[src/icache_pkg.sv]
package icache_pkg;

	// Cache geometry.
	localparam int addr_w = 64;
	localparam int line_w = 128;
	localparam int inst_w = 32;
	localparam int ways   = 4;
	localparam int sets   = 64;

	// Address fields, derived from the geometry.
	localparam int offset_w = $clog2(line_w / 8);     // Byte within a line.
	localparam int index_w  = $clog2(sets);           // Set select.
	localparam int tag_w    = addr_w - index_w - offset_w;
	localparam int word_w   = $clog2(line_w / inst_w); // Instruction within a line.

	// Field positions inside a fetch address.
	localparam int word_lsb  = $clog2(inst_w / 8);    // Instructions are word aligned.
	localparam int index_lsb = offset_w;
	localparam int tag_lsb   = offset_w + index_w;

endpackage
[src/icache_ifs.sv]
// Registered bundle from the lookup stage to the select stage.
interface lookup_if
	import icache_pkg::*;
();
	logic                pend;      // A result is in flight.
	logic [ways-1:0]     way_hit_q; // One-hot, zero on a miss.
	logic [word_w-1:0]   word_q;
	logic [line_w-1:0]   refill_q;  // Line fetched from memory on a miss.
	logic [addr_w-1:0]   addr_q;

	modport src (
		output pend,
		output way_hit_q,
		output word_q,
		output refill_q,
		output addr_q
	);

	modport dst (
		input pend,
		input way_hit_q,
		input word_q,
		input refill_q,
		input addr_q
	);
endinterface


[src/select_stage.sv]
// Second pipeline stage.
module select_stage
	import icache_pkg::*;
(
	input  logic              clk,
	input  logic              rst,
	lookup_if.dst             d,
	input  logic [line_w-1:0] dout0,
	input  logic [line_w-1:0] dout1,
	input  logic [line_w-1:0] dout2,
	input  logic [line_w-1:0] dout3,
	output logic [inst_w-1:0] inst,
	output logic              inst_valid
);

	logic [line_w-1:0] dout_w [ways];
	logic [line_w-1:0] line;
	logic [inst_w-1:0] word;
	logic [inst_w-1:0] last_q;

	assign dout_w[0] = dout0;
	assign dout_w[1] = dout1;
	assign dout_w[2] = dout2;
	assign dout_w[3] = dout3;

	// Refill line unless a way hit.
	always_comb begin
		line = d.refill_q;
		for (int w = 0; w < ways; w++) begin
			if (d.way_hit_q[w]) begin
				line = dout_w[w];
			end
		end
	end

	assign word = line[d.word_q * inst_w +: inst_w];

	// Keep the last delivered word on the bus while nothing is pending.
	always_ff @(posedge clk) begin
		if (rst) begin
			last_q <= '0;
		end else if (d.pend) begin
			last_q <= word;
		end
	end

	assign inst       = d.pend ? word : last_q;
	assign inst_valid = d.pend;

endmodule

[src/flat_wrapper.sv]
// flat-port wrapper written by rule: the top's interface ports become plain ports
module select_stage_flat import icache_pkg::*;
  (clk, rst, dout0, dout1, dout2, dout3, inst, inst_valid, d_pend, d_way_hit_q, d_word_q, d_refill_q, d_addr_q);
  lookup_if d_i ();
  input  logic clk;
  input  logic rst;
  input  logic [line_w-1:0] dout0;
  input  logic [line_w-1:0] dout1;
  input  logic [line_w-1:0] dout2;
  input  logic [line_w-1:0] dout3;
  output logic [inst_w-1:0] inst;
  output logic inst_valid;
  input wire logic [$bits(d_i.pend)-1:0] d_pend;
  input wire logic [$bits(d_i.way_hit_q)-1:0] d_way_hit_q;
  input wire logic [$bits(d_i.word_q)-1:0] d_word_q;
  input wire logic [$bits(d_i.refill_q)-1:0] d_refill_q;
  input wire logic [$bits(d_i.addr_q)-1:0] d_addr_q;
  assign d_i.pend = d_pend;
  assign d_i.way_hit_q = d_way_hit_q;
  assign d_i.word_q = d_word_q;
  assign d_i.refill_q = d_refill_q;
  assign d_i.addr_q = d_addr_q;
  select_stage u_core (.clk(clk), .rst(rst), .d(d_i), .dout0(dout0), .dout1(dout1), .dout2(dout2), .dout3(dout3), .inst(inst), .inst_valid(inst_valid));
endmodule
[config.mk]
export PLATFORM = sky130hd
export DESIGN_NAME = select_stage_flat
export DESIGN_NICKNAME = d
export VERILOG_FILES = /design/src/icache_pkg.sv /design/src/icache_ifs.sv /design/src/select_stage.sv /design/src/flat_wrapper.sv
export SDC_FILE = /design/constraint.sdc
export NUM_CORES = 1
export LEC_CHECK = 0
export BUFFER_PORTS_ARGS = -buffer_cell sky130_fd_sc_hd__buf_2
export CAP_MARGIN = 20
export CORE_AREA = 4 4 287 289
export CTS_CLUSTER_SIZE = 28
export DETAILED_ROUTE_END_ITERATION = 8
export DIE_AREA = 0 0 291 293
export SLEW_MARGIN = 20
export SYNTH_ARGS = -nofsm -noshare
export SYNTH_HDL_FRONTEND = slang
export SYNTH_SLANG_ARGS = --single-unit
[constraint.sdc]
create_clock -name clk -period 3.6 [get_ports clk]
set_input_delay 0.36 -clock clk [delete_from_list [all_inputs] [get_ports clk]]
set_output_delay 0.36 -clock clk [all_outputs]
set_load 0.02 [all_outputs]
==> results_dict.tcl <==
set metrics [dict create \
    timing.final.hold_violations 0 \
    crit_end "inst[23]" \
    powerDensity_nw_per_um2 184.0 \
    critical_path_required_ns 3.24 \
    cts_post_setup_buffers_inserted 0 \
    setup-tns-final_ns 0 \
    layout_worst_path_cycle_share 0.8608 \
    clock-skew-final_ns 0 \
    cts_tree "done" \
    inserted_clock_buffers 5 \
    min_period_ns 3.099 \
    synthDistinctLibCells 39 \
    wl_per_cell_um 23.89 \
    via_count_of_the_first_global_routing_pass 10804 \
    placed_cell_area_um2 11850 \
    synthesized_instance_count 930 \
    critical_path.startpoint "d_way_hit_q[2]" \
    synth.top_cells.by_area "sky130_fd_sc_hd__mux2_2, sky130_fd_sc_hd__a221oi_1, sky130_fd_sc_hd__dfxtp_1" \
    max_slew_margin 0.3359 \
    io_pins 746 \
    worst_ep_arrival_ns 2.74 \
    drt_pre_antenna_iters 4 \
    synth_enable_flop_cells 0 \
    cts_hold_buf 0 \
    layout.cells.most_common "sky130_fd_sc_hd__buf_2" \
    remaining_drc_errors 0 \
    fp.dieArea_um2 85260 \
    route.vias.total 10583 \
    fmax_mhz 322.7 \
    rsz0062_at_grt "false" \
    insertion_delay_ns 0.28 \
    setup-violations-final 0 \
    placement.io_buffers 681 \
    grt_start_max_net_pins 63 \
    regToRegStartpoint "u_core.last_q[6]$_SDFF_PP0_" \
    fin_nets 2286 \
    drtIter0Drc 621 \
    floorplan.die.width_um 291 \
    gp_congestion 0.8844 \
    synthDominantAreaCellType "sky130_fd_sc_hd__mux2_2" \
    reg2reg_setup_slack_ns 2.86 \
    synthesized_flop_and_latch_total 32 \
    std_cell_rows 104 \
    first_pass_grt_wire_length_um 83010 \
    syn_nets 1643 \
    worst_hold_path_type "reg -> reg" \
    mostFrequentLayoutCells "sky130_fd_sc_hd__buf_2, sky130_fd_sc_hd__nand2b_1, sky130_fd_sc_hd__a221oi_1" \
    maxSlewViolCount 0 \
    max_slew.worst_pin.slew_ns 0.9962 \
    postCtsResizedCells 0 \
    gr-total-overflow 0 \
    cts.htree.levels 2 \
    largest_fanout_on_the_critical_path 23 \
    synthesis.area_um2 7067 \
    run_status "finished, final reports clean" \
    cts_max_path_buffers 2 \
    synth_seq_area_share 0.09065 \
    clk_root_buffer_cell "sky130_fd_sc_hd__clkbuf_16" \
    maxCapViolations 0 \
    antenna_found_initial 23 \
    rr_endpoint "u_core.last_q[6]$_SDFF_PP0_" \
    number_of_sinks_handled_by_clock_tree_synthesis 32 \
    initial_util 0.08845 \
    postSynthAreaPerCell_um2 7.599 \
    synth_largest_type_area_fraction 0.1068 \
    share_of_async_settable_or_async_resettable_flops_after_synthesis 0 \
    post_drt_via_cell_ratio 4.006 \
    final_layout_size_suffix_gt1_frac 0.5601 \
    ant_nets 0 \
    yosys_most_used_dff "sky130_fd_sc_hd__dfxtp_1" \
    clk_pin_slew_ns 0.06 \
    final_design_area_no_fill_um2 12010 \
    routed_wl_um 63120 \
    reg2regPathDepth 2 \
    ir_worst_vdd_uv 192.0 \
    largest_register_ff_count 32 \
    die_y_um 293 \
    cellLeakagePower_nw 5.577 \
    reg.largest.list "u_core.last_q x32" \
    hpwlAfterDp_um 53970 \
    timing.critical_path.from_type "input pin" \
    endpoint_kind "output pin" \
    worstSetupPathType "in -> out" \
    synthToLayoutAreaGrowth_pct 69.92 \
    placeableCoreArea_um2 79900 \
    synth.yosys.warnings 0 \
    register_with_the_most_flip_flops "u_core.last_q" \
    grtUsageTotal 0.1377 \
]
[critical path: stages]
cell                       delay [ns]
sky130_fd_sc_hd__buf_4           0.30
sky130_fd_sc_hd__or2_2           0.70
sky130_fd_sc_hd__buf_4           0.29
sky130_fd_sc_hd__o221ai_1        0.11
sky130_fd_sc_hd__a221oi_1        0.59
sky130_fd_sc_hd__nor3_1          0.13
sky130_fd_sc_hd__buf_2           0.19
[cells in the mapped netlist (all sizes together) (15+ instances only)]
library cell  count
nand2            22
a221oi           80
nor2b            15
dfxtp            32
inv              65
mux2             75
nor4             32
o21a             21
o221ai           64
buf              53
a31o             21
a21oi            32
o2111ai          32
nor2             67
or2b             15
nor3             32
mux2i            42
o311a            31
nand2b           85
clkbuf           54
[worst min path at each step]
stage	startpoint	endpoint	slack, ns	cells past startpoint
final	u_core.last_q[2]$_SDFF_PP0_	u_core.last_q[2]$_SDFF_PP0_	0.51	2
after global routing	u_core.last_q[17]$_SDFF_PP0_	u_core.last_q[17]$_SDFF_PP0_	0.54	2
after CTS	u_core.last_q[20]$_SDFF_PP0_	u_core.last_q[20]$_SDFF_PP0_	0.52	2
after detailed placement	u_core.last_q[2]$_SDFF_PP0_	u_core.last_q[2]$_SDFF_PP0_	0.51	2
after global placement	u_core.last_q[0]$_SDFF_PP0_	u_core.last_q[0]$_SDFF_PP0_	0.50	2
after floorplan	rst	u_core.last_q[25]$_SDFF_PP0_	0.43	1
[report_power, final]
part | leakage [nW] | internal (mW) | switching [mW]
registers | 0.266 | 0.386 | 0.00760
logic | 5.24 | 0.616 | 0.765
clock network | 0.0668 | 0.252 | 0.182
total | 5.58 | 1.25 | 0.955
[stage by stage]
stage | total power, mW | hold slack (ns) | worst slack (ns) | std cells | utilization
after floorplan | 1.039 | 0.4310 | 1.446 | 930 | -
after global placement | 1.796 | 0.5029 | 0.4914 | 2626 | 0.1483
after detailed placement | 1.805 | 0.5097 | 0.4935 | 2626 | 0.1483
after CTS | 2.275 | 0.5184 | 0.4945 | 2633 | 0.1500
after global routing | 2.360 | 0.5433 | 0.3892 | 2639 | 0.1502
final | 2.209 | 0.5148 | 0.5011 | 2642 | 0.1503
[cells by family (layout without fill, tap and decap cells)]
logic type	count (synthesis)	count (layout)	synth area share
AOI/OAI and AO/OA	332	332	0.3918
and+or+nand+nor	277	277	0.2280
buffers and inverters	172	815	0.1105
muxes	117	117	0.1790
DFF	32	32	0.09065
other	0	9	0
[layout make-up]
cell class	instances	area (um^2)
repair buffers	743	3956
diodes	9	22.52
clock inverters	1	5.005
inverters	65	244.0
well taps	1060	1326
multi-input cells	726	5684
clock buffers	6	128.9
fillers	9250	67890
flip-flops and latches	32	640.6
[layer usage]
metal  vias to the layer above  routed length (um)  track usage
met5                         -                  26            0
met4                         4                1904      0.04225
met2                       636               30090       0.2399
met1                      4905               27100       0.1736
li1                       4959                   -            -
met3                        79                3992      0.02396
(Power assumes the default switching activity.)
