[config.mk]
export PLATFORM = sky130hd
export DESIGN_NAME = lookup_stage_flat
export DESIGN_NICKNAME = d
export VERILOG_FILES = /design/src/icache_pkg.sv /design/src/icache_ifs.sv /design/src/lookup_stage.sv /design/src/flat_wrapper.sv
export SDC_FILE = /design/constraint.sdc
export NUM_CORES = 1
export LEC_CHECK = 0
export BUFFER_PORTS_ARGS = -buffer_cell sky130_fd_sc_hd__buf_2
export CAP_MARGIN = 10
export CORE_AREA = 2 2 369 371
export DETAILED_ROUTE_END_ITERATION = 6
export DIE_AREA = 0 0 371 373
export PLACE_DENSITY = 0.3
export SLEW_MARGIN = 20
export SYNTH_ARGS = -nofsm -noshare
export SYNTH_HDL_FRONTEND = slang
export SYNTH_SLANG_ARGS = --single-unit
[constraint.sdc]
create_clock -name clk -period 2.1 [get_ports clk]
set_input_delay 0.42 -clock clk [delete_from_list [all_inputs] [get_ports clk]]
set_output_delay 0.42 -clock clk [all_outputs]
set_load 0.02 [all_outputs]
[src/icache_pkg.sv]
package icache_pkg;

	// Cache geometry.
	localparam int addr_w = 64;
	localparam int line_w = 128;
	localparam int inst_w = 32;
	localparam int ways   = 4;
	localparam int sets   = 64;

	// Address fields, derived from the geometry.
	localparam int offset_w = $clog2(line_w / 8);     // Byte within a line.
	localparam int index_w  = $clog2(sets);           // Set select.
	localparam int tag_w    = addr_w - index_w - offset_w;
	localparam int word_w   = $clog2(line_w / inst_w); // Instruction within a line.

	// Field positions inside a fetch address.
	localparam int word_lsb  = $clog2(inst_w / 8);    // Instructions are word aligned.
	localparam int index_lsb = offset_w;
	localparam int tag_lsb   = offset_w + index_w;

endpackage
[src/icache_ifs.sv]
// Registered bundle from the lookup stage to the select stage.
interface lookup_if
	import icache_pkg::*;
();
	logic                pend;      // A result is in flight.
	logic [ways-1:0]     way_hit_q; // One-hot, zero on a miss.
	logic [word_w-1:0]   word_q;
	logic [line_w-1:0]   refill_q;  // Line fetched from memory on a miss.
	logic [addr_w-1:0]   addr_q;

	modport src (
		output pend,
		output way_hit_q,
		output word_q,
		output refill_q,
		output addr_q
	);

	modport dst (
		input pend,
		input way_hit_q,
		input word_q,
		input refill_q,
		input addr_q
	);
endinterface

// One line SRAM, control from the lookup stage.
interface sram_if
	import icache_pkg::*;
();
	logic               cen;  // Active low.
	logic               wen;  // Active low.
	logic [index_w-1:0] addr;
	logic [line_w-1:0]  din;
	logic [line_w-1:0]  dout;

	modport ctrl (output cen, output wen, output addr, output din);
	modport mem  (input cen, input wen, input addr, input din, output dout);
endinterface

[src/lookup_stage.sv]
// First pipeline stage.
module lookup_stage
	import icache_pkg::*;
(
	input  logic              clk,
	input  logic              rst,
	input  logic [addr_w-1:0] pc,
	input  logic              pc_valid,
	input  logic              flush,
	input  logic              id_ready,
	input  logic [line_w-1:0] mem_line,
	input  logic [ways-1:0]   way_hit,
	output logic              mem_req,
	output logic [ways-1:0]   wr_way,
	lookup_if.src             s,
	sram_if.ctrl              sram0,
	sram_if.ctrl              sram1,
	sram_if.ctrl              sram2,
	sram_if.ctrl              sram3
);

	logic               take;
	logic               miss;
	logic [ways-1:0]    en_way;
	logic [ways-1:0]    repl_q; // One-hot victim pointer.
	logic [index_w-1:0] index;

	assign index = pc[index_lsb +: index_w];
	assign take  = pc_valid && id_ready;
	assign miss  = take && (way_hit == '0);

	// Hit way, or the victim on a miss.
	always_comb begin
		en_way = '0;
		if (take) begin
			en_way = (way_hit != '0) ? way_hit : repl_q;
		end
	end

	assign mem_req = miss;
	assign wr_way  = miss ? en_way : '0;

	assign sram0.cen  = ~en_way[0];
	assign sram0.wen  = ~miss;
	assign sram0.addr = index;
	assign sram0.din  = mem_line;

	assign sram1.cen  = ~en_way[1];
	assign sram1.wen  = ~miss;
	assign sram1.addr = index;
	assign sram1.din  = mem_line;

	assign sram2.cen  = ~en_way[2];
	assign sram2.wen  = ~miss;
	assign sram2.addr = index;
	assign sram2.din  = mem_line;

	assign sram3.cen  = ~en_way[3];
	assign sram3.wen  = ~miss;
	assign sram3.addr = index;
	assign sram3.din  = mem_line;

	always_ff @(posedge clk) begin
		if (rst) begin
			s.pend      <= 1'b0;
			s.way_hit_q <= '0;
			repl_q      <= {{(ways - 1){1'b0}}, 1'b1};
		end else if (id_ready) begin
			if (flush) begin
				s.pend      <= 1'b0; // Drop the request in flight.
				s.way_hit_q <= '0;
			end else begin
				s.pend      <= pc_valid;
				s.way_hit_q <= way_hit;
				repl_q      <= {repl_q[ways-2:0], repl_q[ways-1]};
			end
		end
	end

	// Payload follows the request, held during a stall.
	always_ff @(posedge clk) begin
		if (id_ready) begin
			s.word_q   <= pc[word_lsb +: word_w];
			s.refill_q <= mem_line;
			s.addr_q   <= pc;
		end
	end

endmodule

[src/flat_wrapper.sv]
// flat-port wrapper written by rule: the top's interface ports become plain ports
module lookup_stage_flat import icache_pkg::*;
  (clk, rst, pc, pc_valid, flush, id_ready, mem_line, way_hit, mem_req, wr_way, s_pend, s_way_hit_q, s_word_q, s_refill_q, s_addr_q, sram0_cen, sram0_wen, sram0_addr, sram0_din, sram1_cen, sram1_wen, sram1_addr, sram1_din, sram2_cen, sram2_wen, sram2_addr, sram2_din, sram3_cen, sram3_wen, sram3_addr, sram3_din);
  lookup_if s_i ();
  sram_if sram0_i ();
  sram_if sram1_i ();
  sram_if sram2_i ();
  sram_if sram3_i ();
  input  logic clk;
  input  logic rst;
  input  logic [addr_w-1:0] pc;
  input  logic pc_valid;
  input  logic flush;
  input  logic id_ready;
  input  logic [line_w-1:0] mem_line;
  input  logic [ways-1:0] way_hit;
  output logic mem_req;
  output logic [ways-1:0] wr_way;
  output wire logic [$bits(s_i.pend)-1:0] s_pend;
  output wire logic [$bits(s_i.way_hit_q)-1:0] s_way_hit_q;
  output wire logic [$bits(s_i.word_q)-1:0] s_word_q;
  output wire logic [$bits(s_i.refill_q)-1:0] s_refill_q;
  output wire logic [$bits(s_i.addr_q)-1:0] s_addr_q;
  output wire logic [$bits(sram0_i.cen)-1:0] sram0_cen;
  output wire logic [$bits(sram0_i.wen)-1:0] sram0_wen;
  output wire logic [$bits(sram0_i.addr)-1:0] sram0_addr;
  output wire logic [$bits(sram0_i.din)-1:0] sram0_din;
  output wire logic [$bits(sram1_i.cen)-1:0] sram1_cen;
  output wire logic [$bits(sram1_i.wen)-1:0] sram1_wen;
  output wire logic [$bits(sram1_i.addr)-1:0] sram1_addr;
  output wire logic [$bits(sram1_i.din)-1:0] sram1_din;
  output wire logic [$bits(sram2_i.cen)-1:0] sram2_cen;
  output wire logic [$bits(sram2_i.wen)-1:0] sram2_wen;
  output wire logic [$bits(sram2_i.addr)-1:0] sram2_addr;
  output wire logic [$bits(sram2_i.din)-1:0] sram2_din;
  output wire logic [$bits(sram3_i.cen)-1:0] sram3_cen;
  output wire logic [$bits(sram3_i.wen)-1:0] sram3_wen;
  output wire logic [$bits(sram3_i.addr)-1:0] sram3_addr;
  output wire logic [$bits(sram3_i.din)-1:0] sram3_din;
  assign s_pend = s_i.pend;
  assign s_way_hit_q = s_i.way_hit_q;
  assign s_word_q = s_i.word_q;
  assign s_refill_q = s_i.refill_q;
  assign s_addr_q = s_i.addr_q;
  assign sram0_cen = sram0_i.cen;
  assign sram0_wen = sram0_i.wen;
  assign sram0_addr = sram0_i.addr;
  assign sram0_din = sram0_i.din;
  assign sram1_cen = sram1_i.cen;
  assign sram1_wen = sram1_i.wen;
  assign sram1_addr = sram1_i.addr;
  assign sram1_din = sram1_i.din;
  assign sram2_cen = sram2_i.cen;
  assign sram2_wen = sram2_i.wen;
  assign sram2_addr = sram2_i.addr;
  assign sram2_din = sram2_i.din;
  assign sram3_cen = sram3_i.cen;
  assign sram3_wen = sram3_i.wen;
  assign sram3_addr = sram3_i.addr;
  assign sram3_din = sram3_i.din;
  lookup_stage u_core (.clk(clk), .rst(rst), .pc(pc), .pc_valid(pc_valid), .flush(flush), .id_ready(id_ready), .mem_line(mem_line), .way_hit(way_hit), .mem_req(mem_req), .wr_way(wr_way), .s(s_i), .sram0(sram0_i), .sram1(sram1_i), .sram2(sram2_i), .sram3(sram3_i));
endmodule
==> metrics list, run 1 <==
* Outcome: finished clean
- Leakage power total: 0.00654 uW
- The detail route stage leaves a number of antenna-violating nets equal to 0.
- Maximum clock path buffer count: 3
- Clock tree from TritonCTS: yes
- In the routed layout, each cell is associated on average with a via count of 2.30.
- VDD sags by at most 0.482 mV.
- The critical path is of the input pin to output port type.
* Total of max-cap violations: 0
* Post-synthesis instance area: 10300 sq um
- Crit path time final: 2040 ps
- Post-CTS sizing: 0
* Depth of the worst hold-timing path: 1
- Average wire per standard cell: 16.8 microns
* Maximum number of pins on one net before global-route repair: 50
- CTS saw 201 sinks.
* Number of instances in the synthesized netlist: 783
* Hold Buf Count CTS: 74
- Summed over all layers, the global routing overflow is 0.
- Post-detailed-routing wire length: 52000 microns
* Horizontal die dimension: 371 microns
* Sequential element share of the synthesized area: 0.579
- Synthesis Warnings: 0
- At the worst endpoint, the required time is 1680 ps.
* Terminating pin of the worst hold path: u_core.s.addr_q[41]
* Transition at the pin with the smallest max-transition slack: 576 ps
- Critical Path, Cell by Cell: buf_2 -> or3_4 -> nor3_4 -> inv_1 -> buf_2
* Crit-path most repeated cell: buf_2
- The analysis attributes to net switching a power of 3910 uW.
* Number of antenna violations at the first check in global routing: 19
- Final Max Tran Viols: 0
- From synthesis to final layout, the design area changed by 44.8%.
* Final core utilization: 0.110
- Detailed placement finished with a half-perimeter wire length of 44100 microns.
- The setup check on the worst reg-to-reg path leaves a slack of 1250 ps.
- Of the post-synthesis cell area, the dominant cell type holds 0.561.
* Pwr per Cell Area: 809 nW/um^2
- For this run, the slowest stage of the critical path takes 400 ps.
* Final instance area: 14900 sq um
- Of the total power, the clock network draws 0.365.
- Summing over every cut layer, the via total after detailed routing is 7133.
- In this run the number of H-tree levels came out at 1.
- Die outline height: 373 microns
* Total Nets Final: 1504
- Floorplan core area: 135000 sq um
- Number of design rule violations left after detail routing: 0
- The floorplan has 135 rows.
- The min-delay analysis places its worst path in the category input pin to register.
* Gate power share: 0.235
* Placer congestion estimate: 0.727
- Crit Reg-Reg Endpoint: u_core.repl_q[0]
* First element of the critical path: way_hit[1]
- Worst Hold Launch: pc[41]
* Max-slew headroom at the worst pin: 0.616
- In the layout the commonest cells are buf_2, edfxtp_1, dlygate4sd3_1.
- In this run the critical register-to-register path is launched from u_core.repl_q[0].
- Depth of the worst register-to-register path: 2
- Counting flops and latches in the post-synthesis netlist gives 201.
- Of the total power, registers draw 0.400.
- Port buffering added 948 buffers.
- The cell family contributing the most delay on the critical path is simple AND/OR/NAND/NOR gates.
* P_int: 8120 uW
- The library cell used most frequently in the layout, excluding fill and tap cells, is buf_2.
- Setup repair after global routing left no endpoint under its margin.
- The largest total area in the synthesized netlist belongs to edfxtp_1.
- The number of different library cells used by synthesis comes to 21.
* Slowest cell on the critical path: or3_4
- Clock transition at the register clock pins on the worst setup and hold paths after CTS: 60 ps
- Once the clock tree was built, the setup fixing pass inserted 0 buffers.
- In this run the cell area measured after placement is 13300 sq um.
* # setup viols final: 0
- Net switching share of the total power: 0.325
- In this run the count of I/O pins placed on the die edge is 949.
- Max Freq: 490 MHz
- Final total negative setup slack: 0 ps
- First DRT Iteration DRCs: 412
- Dividing the synthesized area by the synthesized cell count gives 13.1 sq um.
- For this configuration, the core starts out at a cell density of 0.0763.
* Layout cells sized above 1: 0.756
- Synth area leaders: edfxtp_1, buf_4, dfxtp_1
* Number of clock buffers inserted by TritonCTS: 26
* Clock latency of the later-clocked register in the worst-skew pair: 570 ps
- Data on the critical path arrives at its endpoint at 1620 ps.
* Final Hold Fails: 0
* Share of the clock period used by the worst path after layout: 0.971
* First-pass GRT wire length: 63100 microns
* Worst clock skew: 8.34 ps
- For this run, the detailed router's first-pass iteration total came to 4.
- The tree is rooted in a clkbuf_16.
* Total buffers and inverters traversed by the critical path: 3
- The number of nets in the synthesized netlist is 984.
* Overall global routing resource usage: 0.0697
- Crit path launch type: input pin
* CP endpoint kind: output port
- The tightest hold path in the finished design has a slack of 56.5 ps.
* Number of global-route vias before repair: 6468
* Die Outline Area: 138000 sq um
* Largest fanout on the critical path: 9
[worst reg2reg max path, stage by stage (launching register included)]
cell and delay [ps]:
dfxtp_1 340, nor2b_1 140, a211o_1 270
[Yosys cell counts]
| library cell | n |
|---|---|
| buf_4 | 541 |
| edfxtp_1 | 192 |
| dfxtp_1 | 9 |
| nor2_1 | 6 |
| a21oi_1 | 5 |
| and2_1 | 4 |
| nor2b_1 | 4 |
| a32oi_1 | 3 |
| mux2i_1 | 3 |
| nand2b_1 | 3 |
| nand3b_1 | 3 |
| a211o_1 | 1 |
| a31oi_1 | 1 |
| buf_1 | 1 |
| buf_2 | 1 |
| clkbuf_1 | 1 |
| inv_1 | 1 |
| nand2_1 | 1 |
| nand3_1 | 1 |
| nor3_4 | 1 |
| or3_4 | 1 |
[metal layers]
| layer | up-vias | track usage | part of all wire |
|---|---|---|---|
| met5 | - | 0 | 0.00096 |
| met4 | 8 | 0.0215 | 0.029 |
| met3 | 59 | 0.0282 | 0.11 |
| met2 | 535 | 0.113 | 0.46 |
| met1 | 3420 | 0.0834 | 0.40 |
| li1 | 3111 | - | - |
[registers in the layout, summed over array words and instances, names as in the netlist]
signal              flops
u_core.s.addr_q        64
u_core.repl_q           4
u_core.s.pend           1
u_core.s.refill_q     128
u_core.s.way_hit_q      4
[worst max path at each step]
stage                            to  slack [ps]  cells past startpoint
after floorplan           sram1_wen          50                      4
after global placement    sram1_wen         100                      5
after detailed placement  sram1_wen          80                      5
after CTS                 sram1_wen          80                      5
after global routing      sram0_wen          30                      5
final                     sram1_wen          60                      5
[layout make-up]
class / instances / area [sq um]
multi-input combinational: 37 / 246
sequential: 201 / 5950
timing repair buffer: 1036 / 5640
fill: 15500 / 120000
inverter: 1 / 3.75
antenna: 4 / 10.0
tap: 1781 / 2230
clock buffer: 35 / 706
clock inverter: 9 / 97.6
[stage by stage]
step / worst slack [ps] / instances / total power, uW
global route: 25.8 / 3102 / 12600
finish: 61.1 / 3104 / 12000
global placement: 98.1 / 2982 / 7680
floorplan: 48.2 / 783 / 6840
CTS: 81.6 / 3100 / 12400
detailed placement: 84.8 / 2982 / 7660
[logic make-up (layout without fill, tap and decap cells)]
kind of cell / count (synthesis) / in the layout / share of synthesized area
flip-flops: 201 / 201 / 0.579
AND/OR/NAND/NOR: 24 / 24 / 0.0146
buffers and inverters: 545 / 1081 / 0.397
other: 0 / 4 / 0
multiplexers: 3 / 3 / 0.00292
AO/OA/AOI/OAI: 10 / 10 / 0.00646
[power groups by stage]
stage / Combinational, uW / Sequential, uW / Clock, uW
finish: 2820 / 4820 / 4390
global route: 2960 / 4850 / 4820
CTS: 2870 / 4820 / 4710
detailed placement: 2760 / 4900 / 0
global placement: 2780 / 4900 / 0
floorplan: 1530 / 5310 / 0
(Power assumes the default switching activity.)
==> inputs of run 2 (changes only) <==
Settings changed: CORE_AREA 2 2 369 371 to 2 2 366 368, DIE_AREA 0 0 371 373 to 0 0 368 370.
==> run 2 against run 1 <==
Net effect:
- first-iteration DRC count shrank 23%
- non-clock buffer count shrank 22
- via count shrank 1.7%
- cell count shrank 0.97%
- critical path type unchanged
- critical endpoint is now wr_way[3]
==> metrics list, run 2 (synthesis gave the netlist of run 1 again) <==
- The congestion estimate from routability-driven global placement came to 0.758.
* Router iterations before antenna repair: 6
* CP endpoint kind: output port
- Grt met1 use: 0.0837
* Total of max-cap violations: 0
- For this design the ratio of total power to cell area is 841 nW/um^2.
- Post-detailed-routing wire length: 49600 microns
- Counting instances, the worst hold path has a depth of 1.
- Of the total power, combinational logic draws 0.222.
* Area overhead of the layout relative to synthesis: 43.7%
* Die outline height: 370 microns
- After filler insertion, the fill cell instance count of the layout stands at 15200.
- Register ranked first by flip-flop count: u_core.s.refill_q
- Number of global-route vias before repair: 6064
- In this run the number of H-tree levels came out at 1.
- Average wire per standard cell: 16.1 microns
- Layout cells sized above 1: 0.765
* Worst Hold Launch: mem_line[24]
* Post-CTS sizing: 0
- Cell internal power was estimated by the tool at 8450 uW.
- Leaving out fill and tap cells, the most frequent cell in the layout is buf_2.
- Transition at the pin with the smallest max-transition slack: 692 ps
* First-pass GRT wire length: 59100 microns
* Maximum VDD drop: 0.540 mV
- Number of clock buffers inserted by TritonCTS: 27
- R2r setup slk: 1260 ps
- At the worst endpoint, the arrival time is 1600 ps.
- The share of total power dissipated in sequential elements is 0.389.
- # setup viols final: 0
- After floorplanning, the core was divided into 134 placement rows.
* Maximum clock path buffer count: 3
- Setup repair after global routing left no endpoint under its margin.
* Initial core utilization: 0.0775
- Maximum number of pins on one net before global-route repair: 92
- Post-CTS setup repair buffer count: 0
- Overall global routing resource usage: 0.0662
* Power dissipated by switching net loads: 3950 uW
- Of the total power, the clock network draws 0.390.
* Number of flip-flops under the largest register name: 128
- FF-to-FF Start: u_core.repl_q[0]
- Max-slew headroom at the worst pin: 0.539
* Total Nets Final: 1483
- Final instance area: 14800 sq um
* Final core utilization: 0.111
- Met2 global-route usage: 0.103
- The initial antenna violation count was 12.
* Master cell of the clock root buffer: clkbuf_16
- For this design, the CTS-stage hold fixing added 60 buffers.
* Placed cell areas: 13200 sq um
* Layer with the highest usage: met2
- Terminating pin of the worst hold path: u_core.s.refill_q[24]
- Die Outline Area: 136000 sq um
- Outcome: finished clean
* Crit Reg-Reg Endpoint: u_core.repl_q[0]
* Crit path time final: 2020 ps
- Largest fanout on the critical path: 9
- Clock tree synthesis found a total of 201 sinks.
- Post-detail-place hpwl: 41700 microns
- First DRT Iteration DRCs: 317
- Worst clock skew: 1.83 ps
* Remaining number of nets flagged by the antenna check after routing: 0
- Ports placed on the boundary: 949
* Horizontal die dimension: 368 microns
- Final Hold Fails: 0
- In this run the standard cell core region covers 132000 sq um.
- Detailed routing inserted a total of 7013 vias.
- Leading registers by flop count: u_core.s.refill_q: 128 flops, u_core.s.addr_q: 64 flops
- Final total negative setup slack: 0 ps
- Remaining Overflow, GRT: 0
* Depth of the worst register-to-register path: 2
- Leakage power total: 0.00649 uW
* Number of design rule violations left after detail routing: 0
* Clock tree from TritonCTS: yes
- The count of buffers added on input and output ports is 948.
* Met3 track utilization from global routing: 0.0235
- Clock latency of the later-clocked register in the worst-skew pair: 570 ps
* Net switching share of the total power: 0.319
- After clock tree synthesis, the clock-pin slew on the worst setup and hold paths is 60 ps.
* Category of the critical setup timing path: input pin to output port
* Share of the clock period used by the worst path after layout: 0.964
* Final Max Tran Viols: 0
- The worst setup path is launched from an input pin.
- In the layout the commonest cells are buf_2, edfxtp_1, dlygate4sd3_1.
- For this run, the top clock speed supported by timing is 494 MHz.
* Worst Hold Class: input pin to register
- For the worst setup path, the data required time is 1680 ps.
* Mean number of vias per cell: 2.28
[run 2: cell count changes in the layout (fill, tap and decap cells not counted)]
| cell | change |
|---|---|
| buf_4 | -8 |
| bufinv_16 | +2 |
| clkbuf_1 | -2 |
| clkbuf_8 | +3 |
| clkinv_1 | -1 |
| clkinv_2 | -1 |
| clkinvlp_4 | +1 |
| diode_2 | +3 |
| dlygate4sd3_1 | -14 |
[run 2: how the worst max path moves through the flow]
| stage | from | cells past startpoint | end | slack, ps |
|---|---|---|---|---|
| 2_1_floorplan | way_hit[1] | 4 | sram1_wen | 50 |
| 3_3_place_gp | way_hit[1] | 5 | wr_way[1] | 90 |
| 3_5_place_dp | way_hit[1] | 5 | wr_way[3] | 80 |
| 4_1_cts | way_hit[1] | 5 | wr_way[3] | 80 |
| 5_1_grt | way_hit[1] | 5 | wr_way[3] | 20 |
| 6_report | way_hit[1] | 5 | wr_way[3] | 80 |
[run 2: cell type report]
type	count	area (sq um)	share of cell area
well taps	1768	2210	0.150
inverters	1	3.75	0.000254
diodes	7	17.5	0.00119
flip-flops and latches	201	5950	0.403
multi-input cells	37	246	0.0167
repair buffers	1014	5440	0.368
clock buffers	36	739	0.0501
clock inverters	10	156	0.0106
[run 2: metrics by stage]
step / setup WS (ps) / instances / total power (uW) / hold slack [ps]
finish: 76.1 / 3074 / 12400 / 58.0
global route: 15.3 / 3067 / 13000 / 2.99
CTS: 81.6 / 3067 / 12800 / 0.754
detailed placement: 82.4 / 2961 / 7620 / 461
global placement: 92.1 / 2961 / 7640 / 459
floorplan: 48.2 / 783 / 6840 / 473
[run 2: power by group through the flow]
stage	registers [uW]	clock network [uW]	logic, uW
final	4820	4830	2750
after global routing	4850	5260	2890
after CTS	4830	5140	2810
after detailed placement	4910	0	2710
after global placement	4900	0	2740
after floorplan	5310	0	1530
[run 2: routing by layer]
layer / vias to the layer above / part of all wire
met1: 3320 / 0.40
met4: 8 / 0.039
li1: 3071 / -
met2: 537 / 0.45
met3: 77 / 0.10
met5: - / 0.0011
[run 2: critical path: stages]
cell	delay, ps
buf_2	110
or3_4	400
nor3_4	330
and2_1	180
buf_2	160
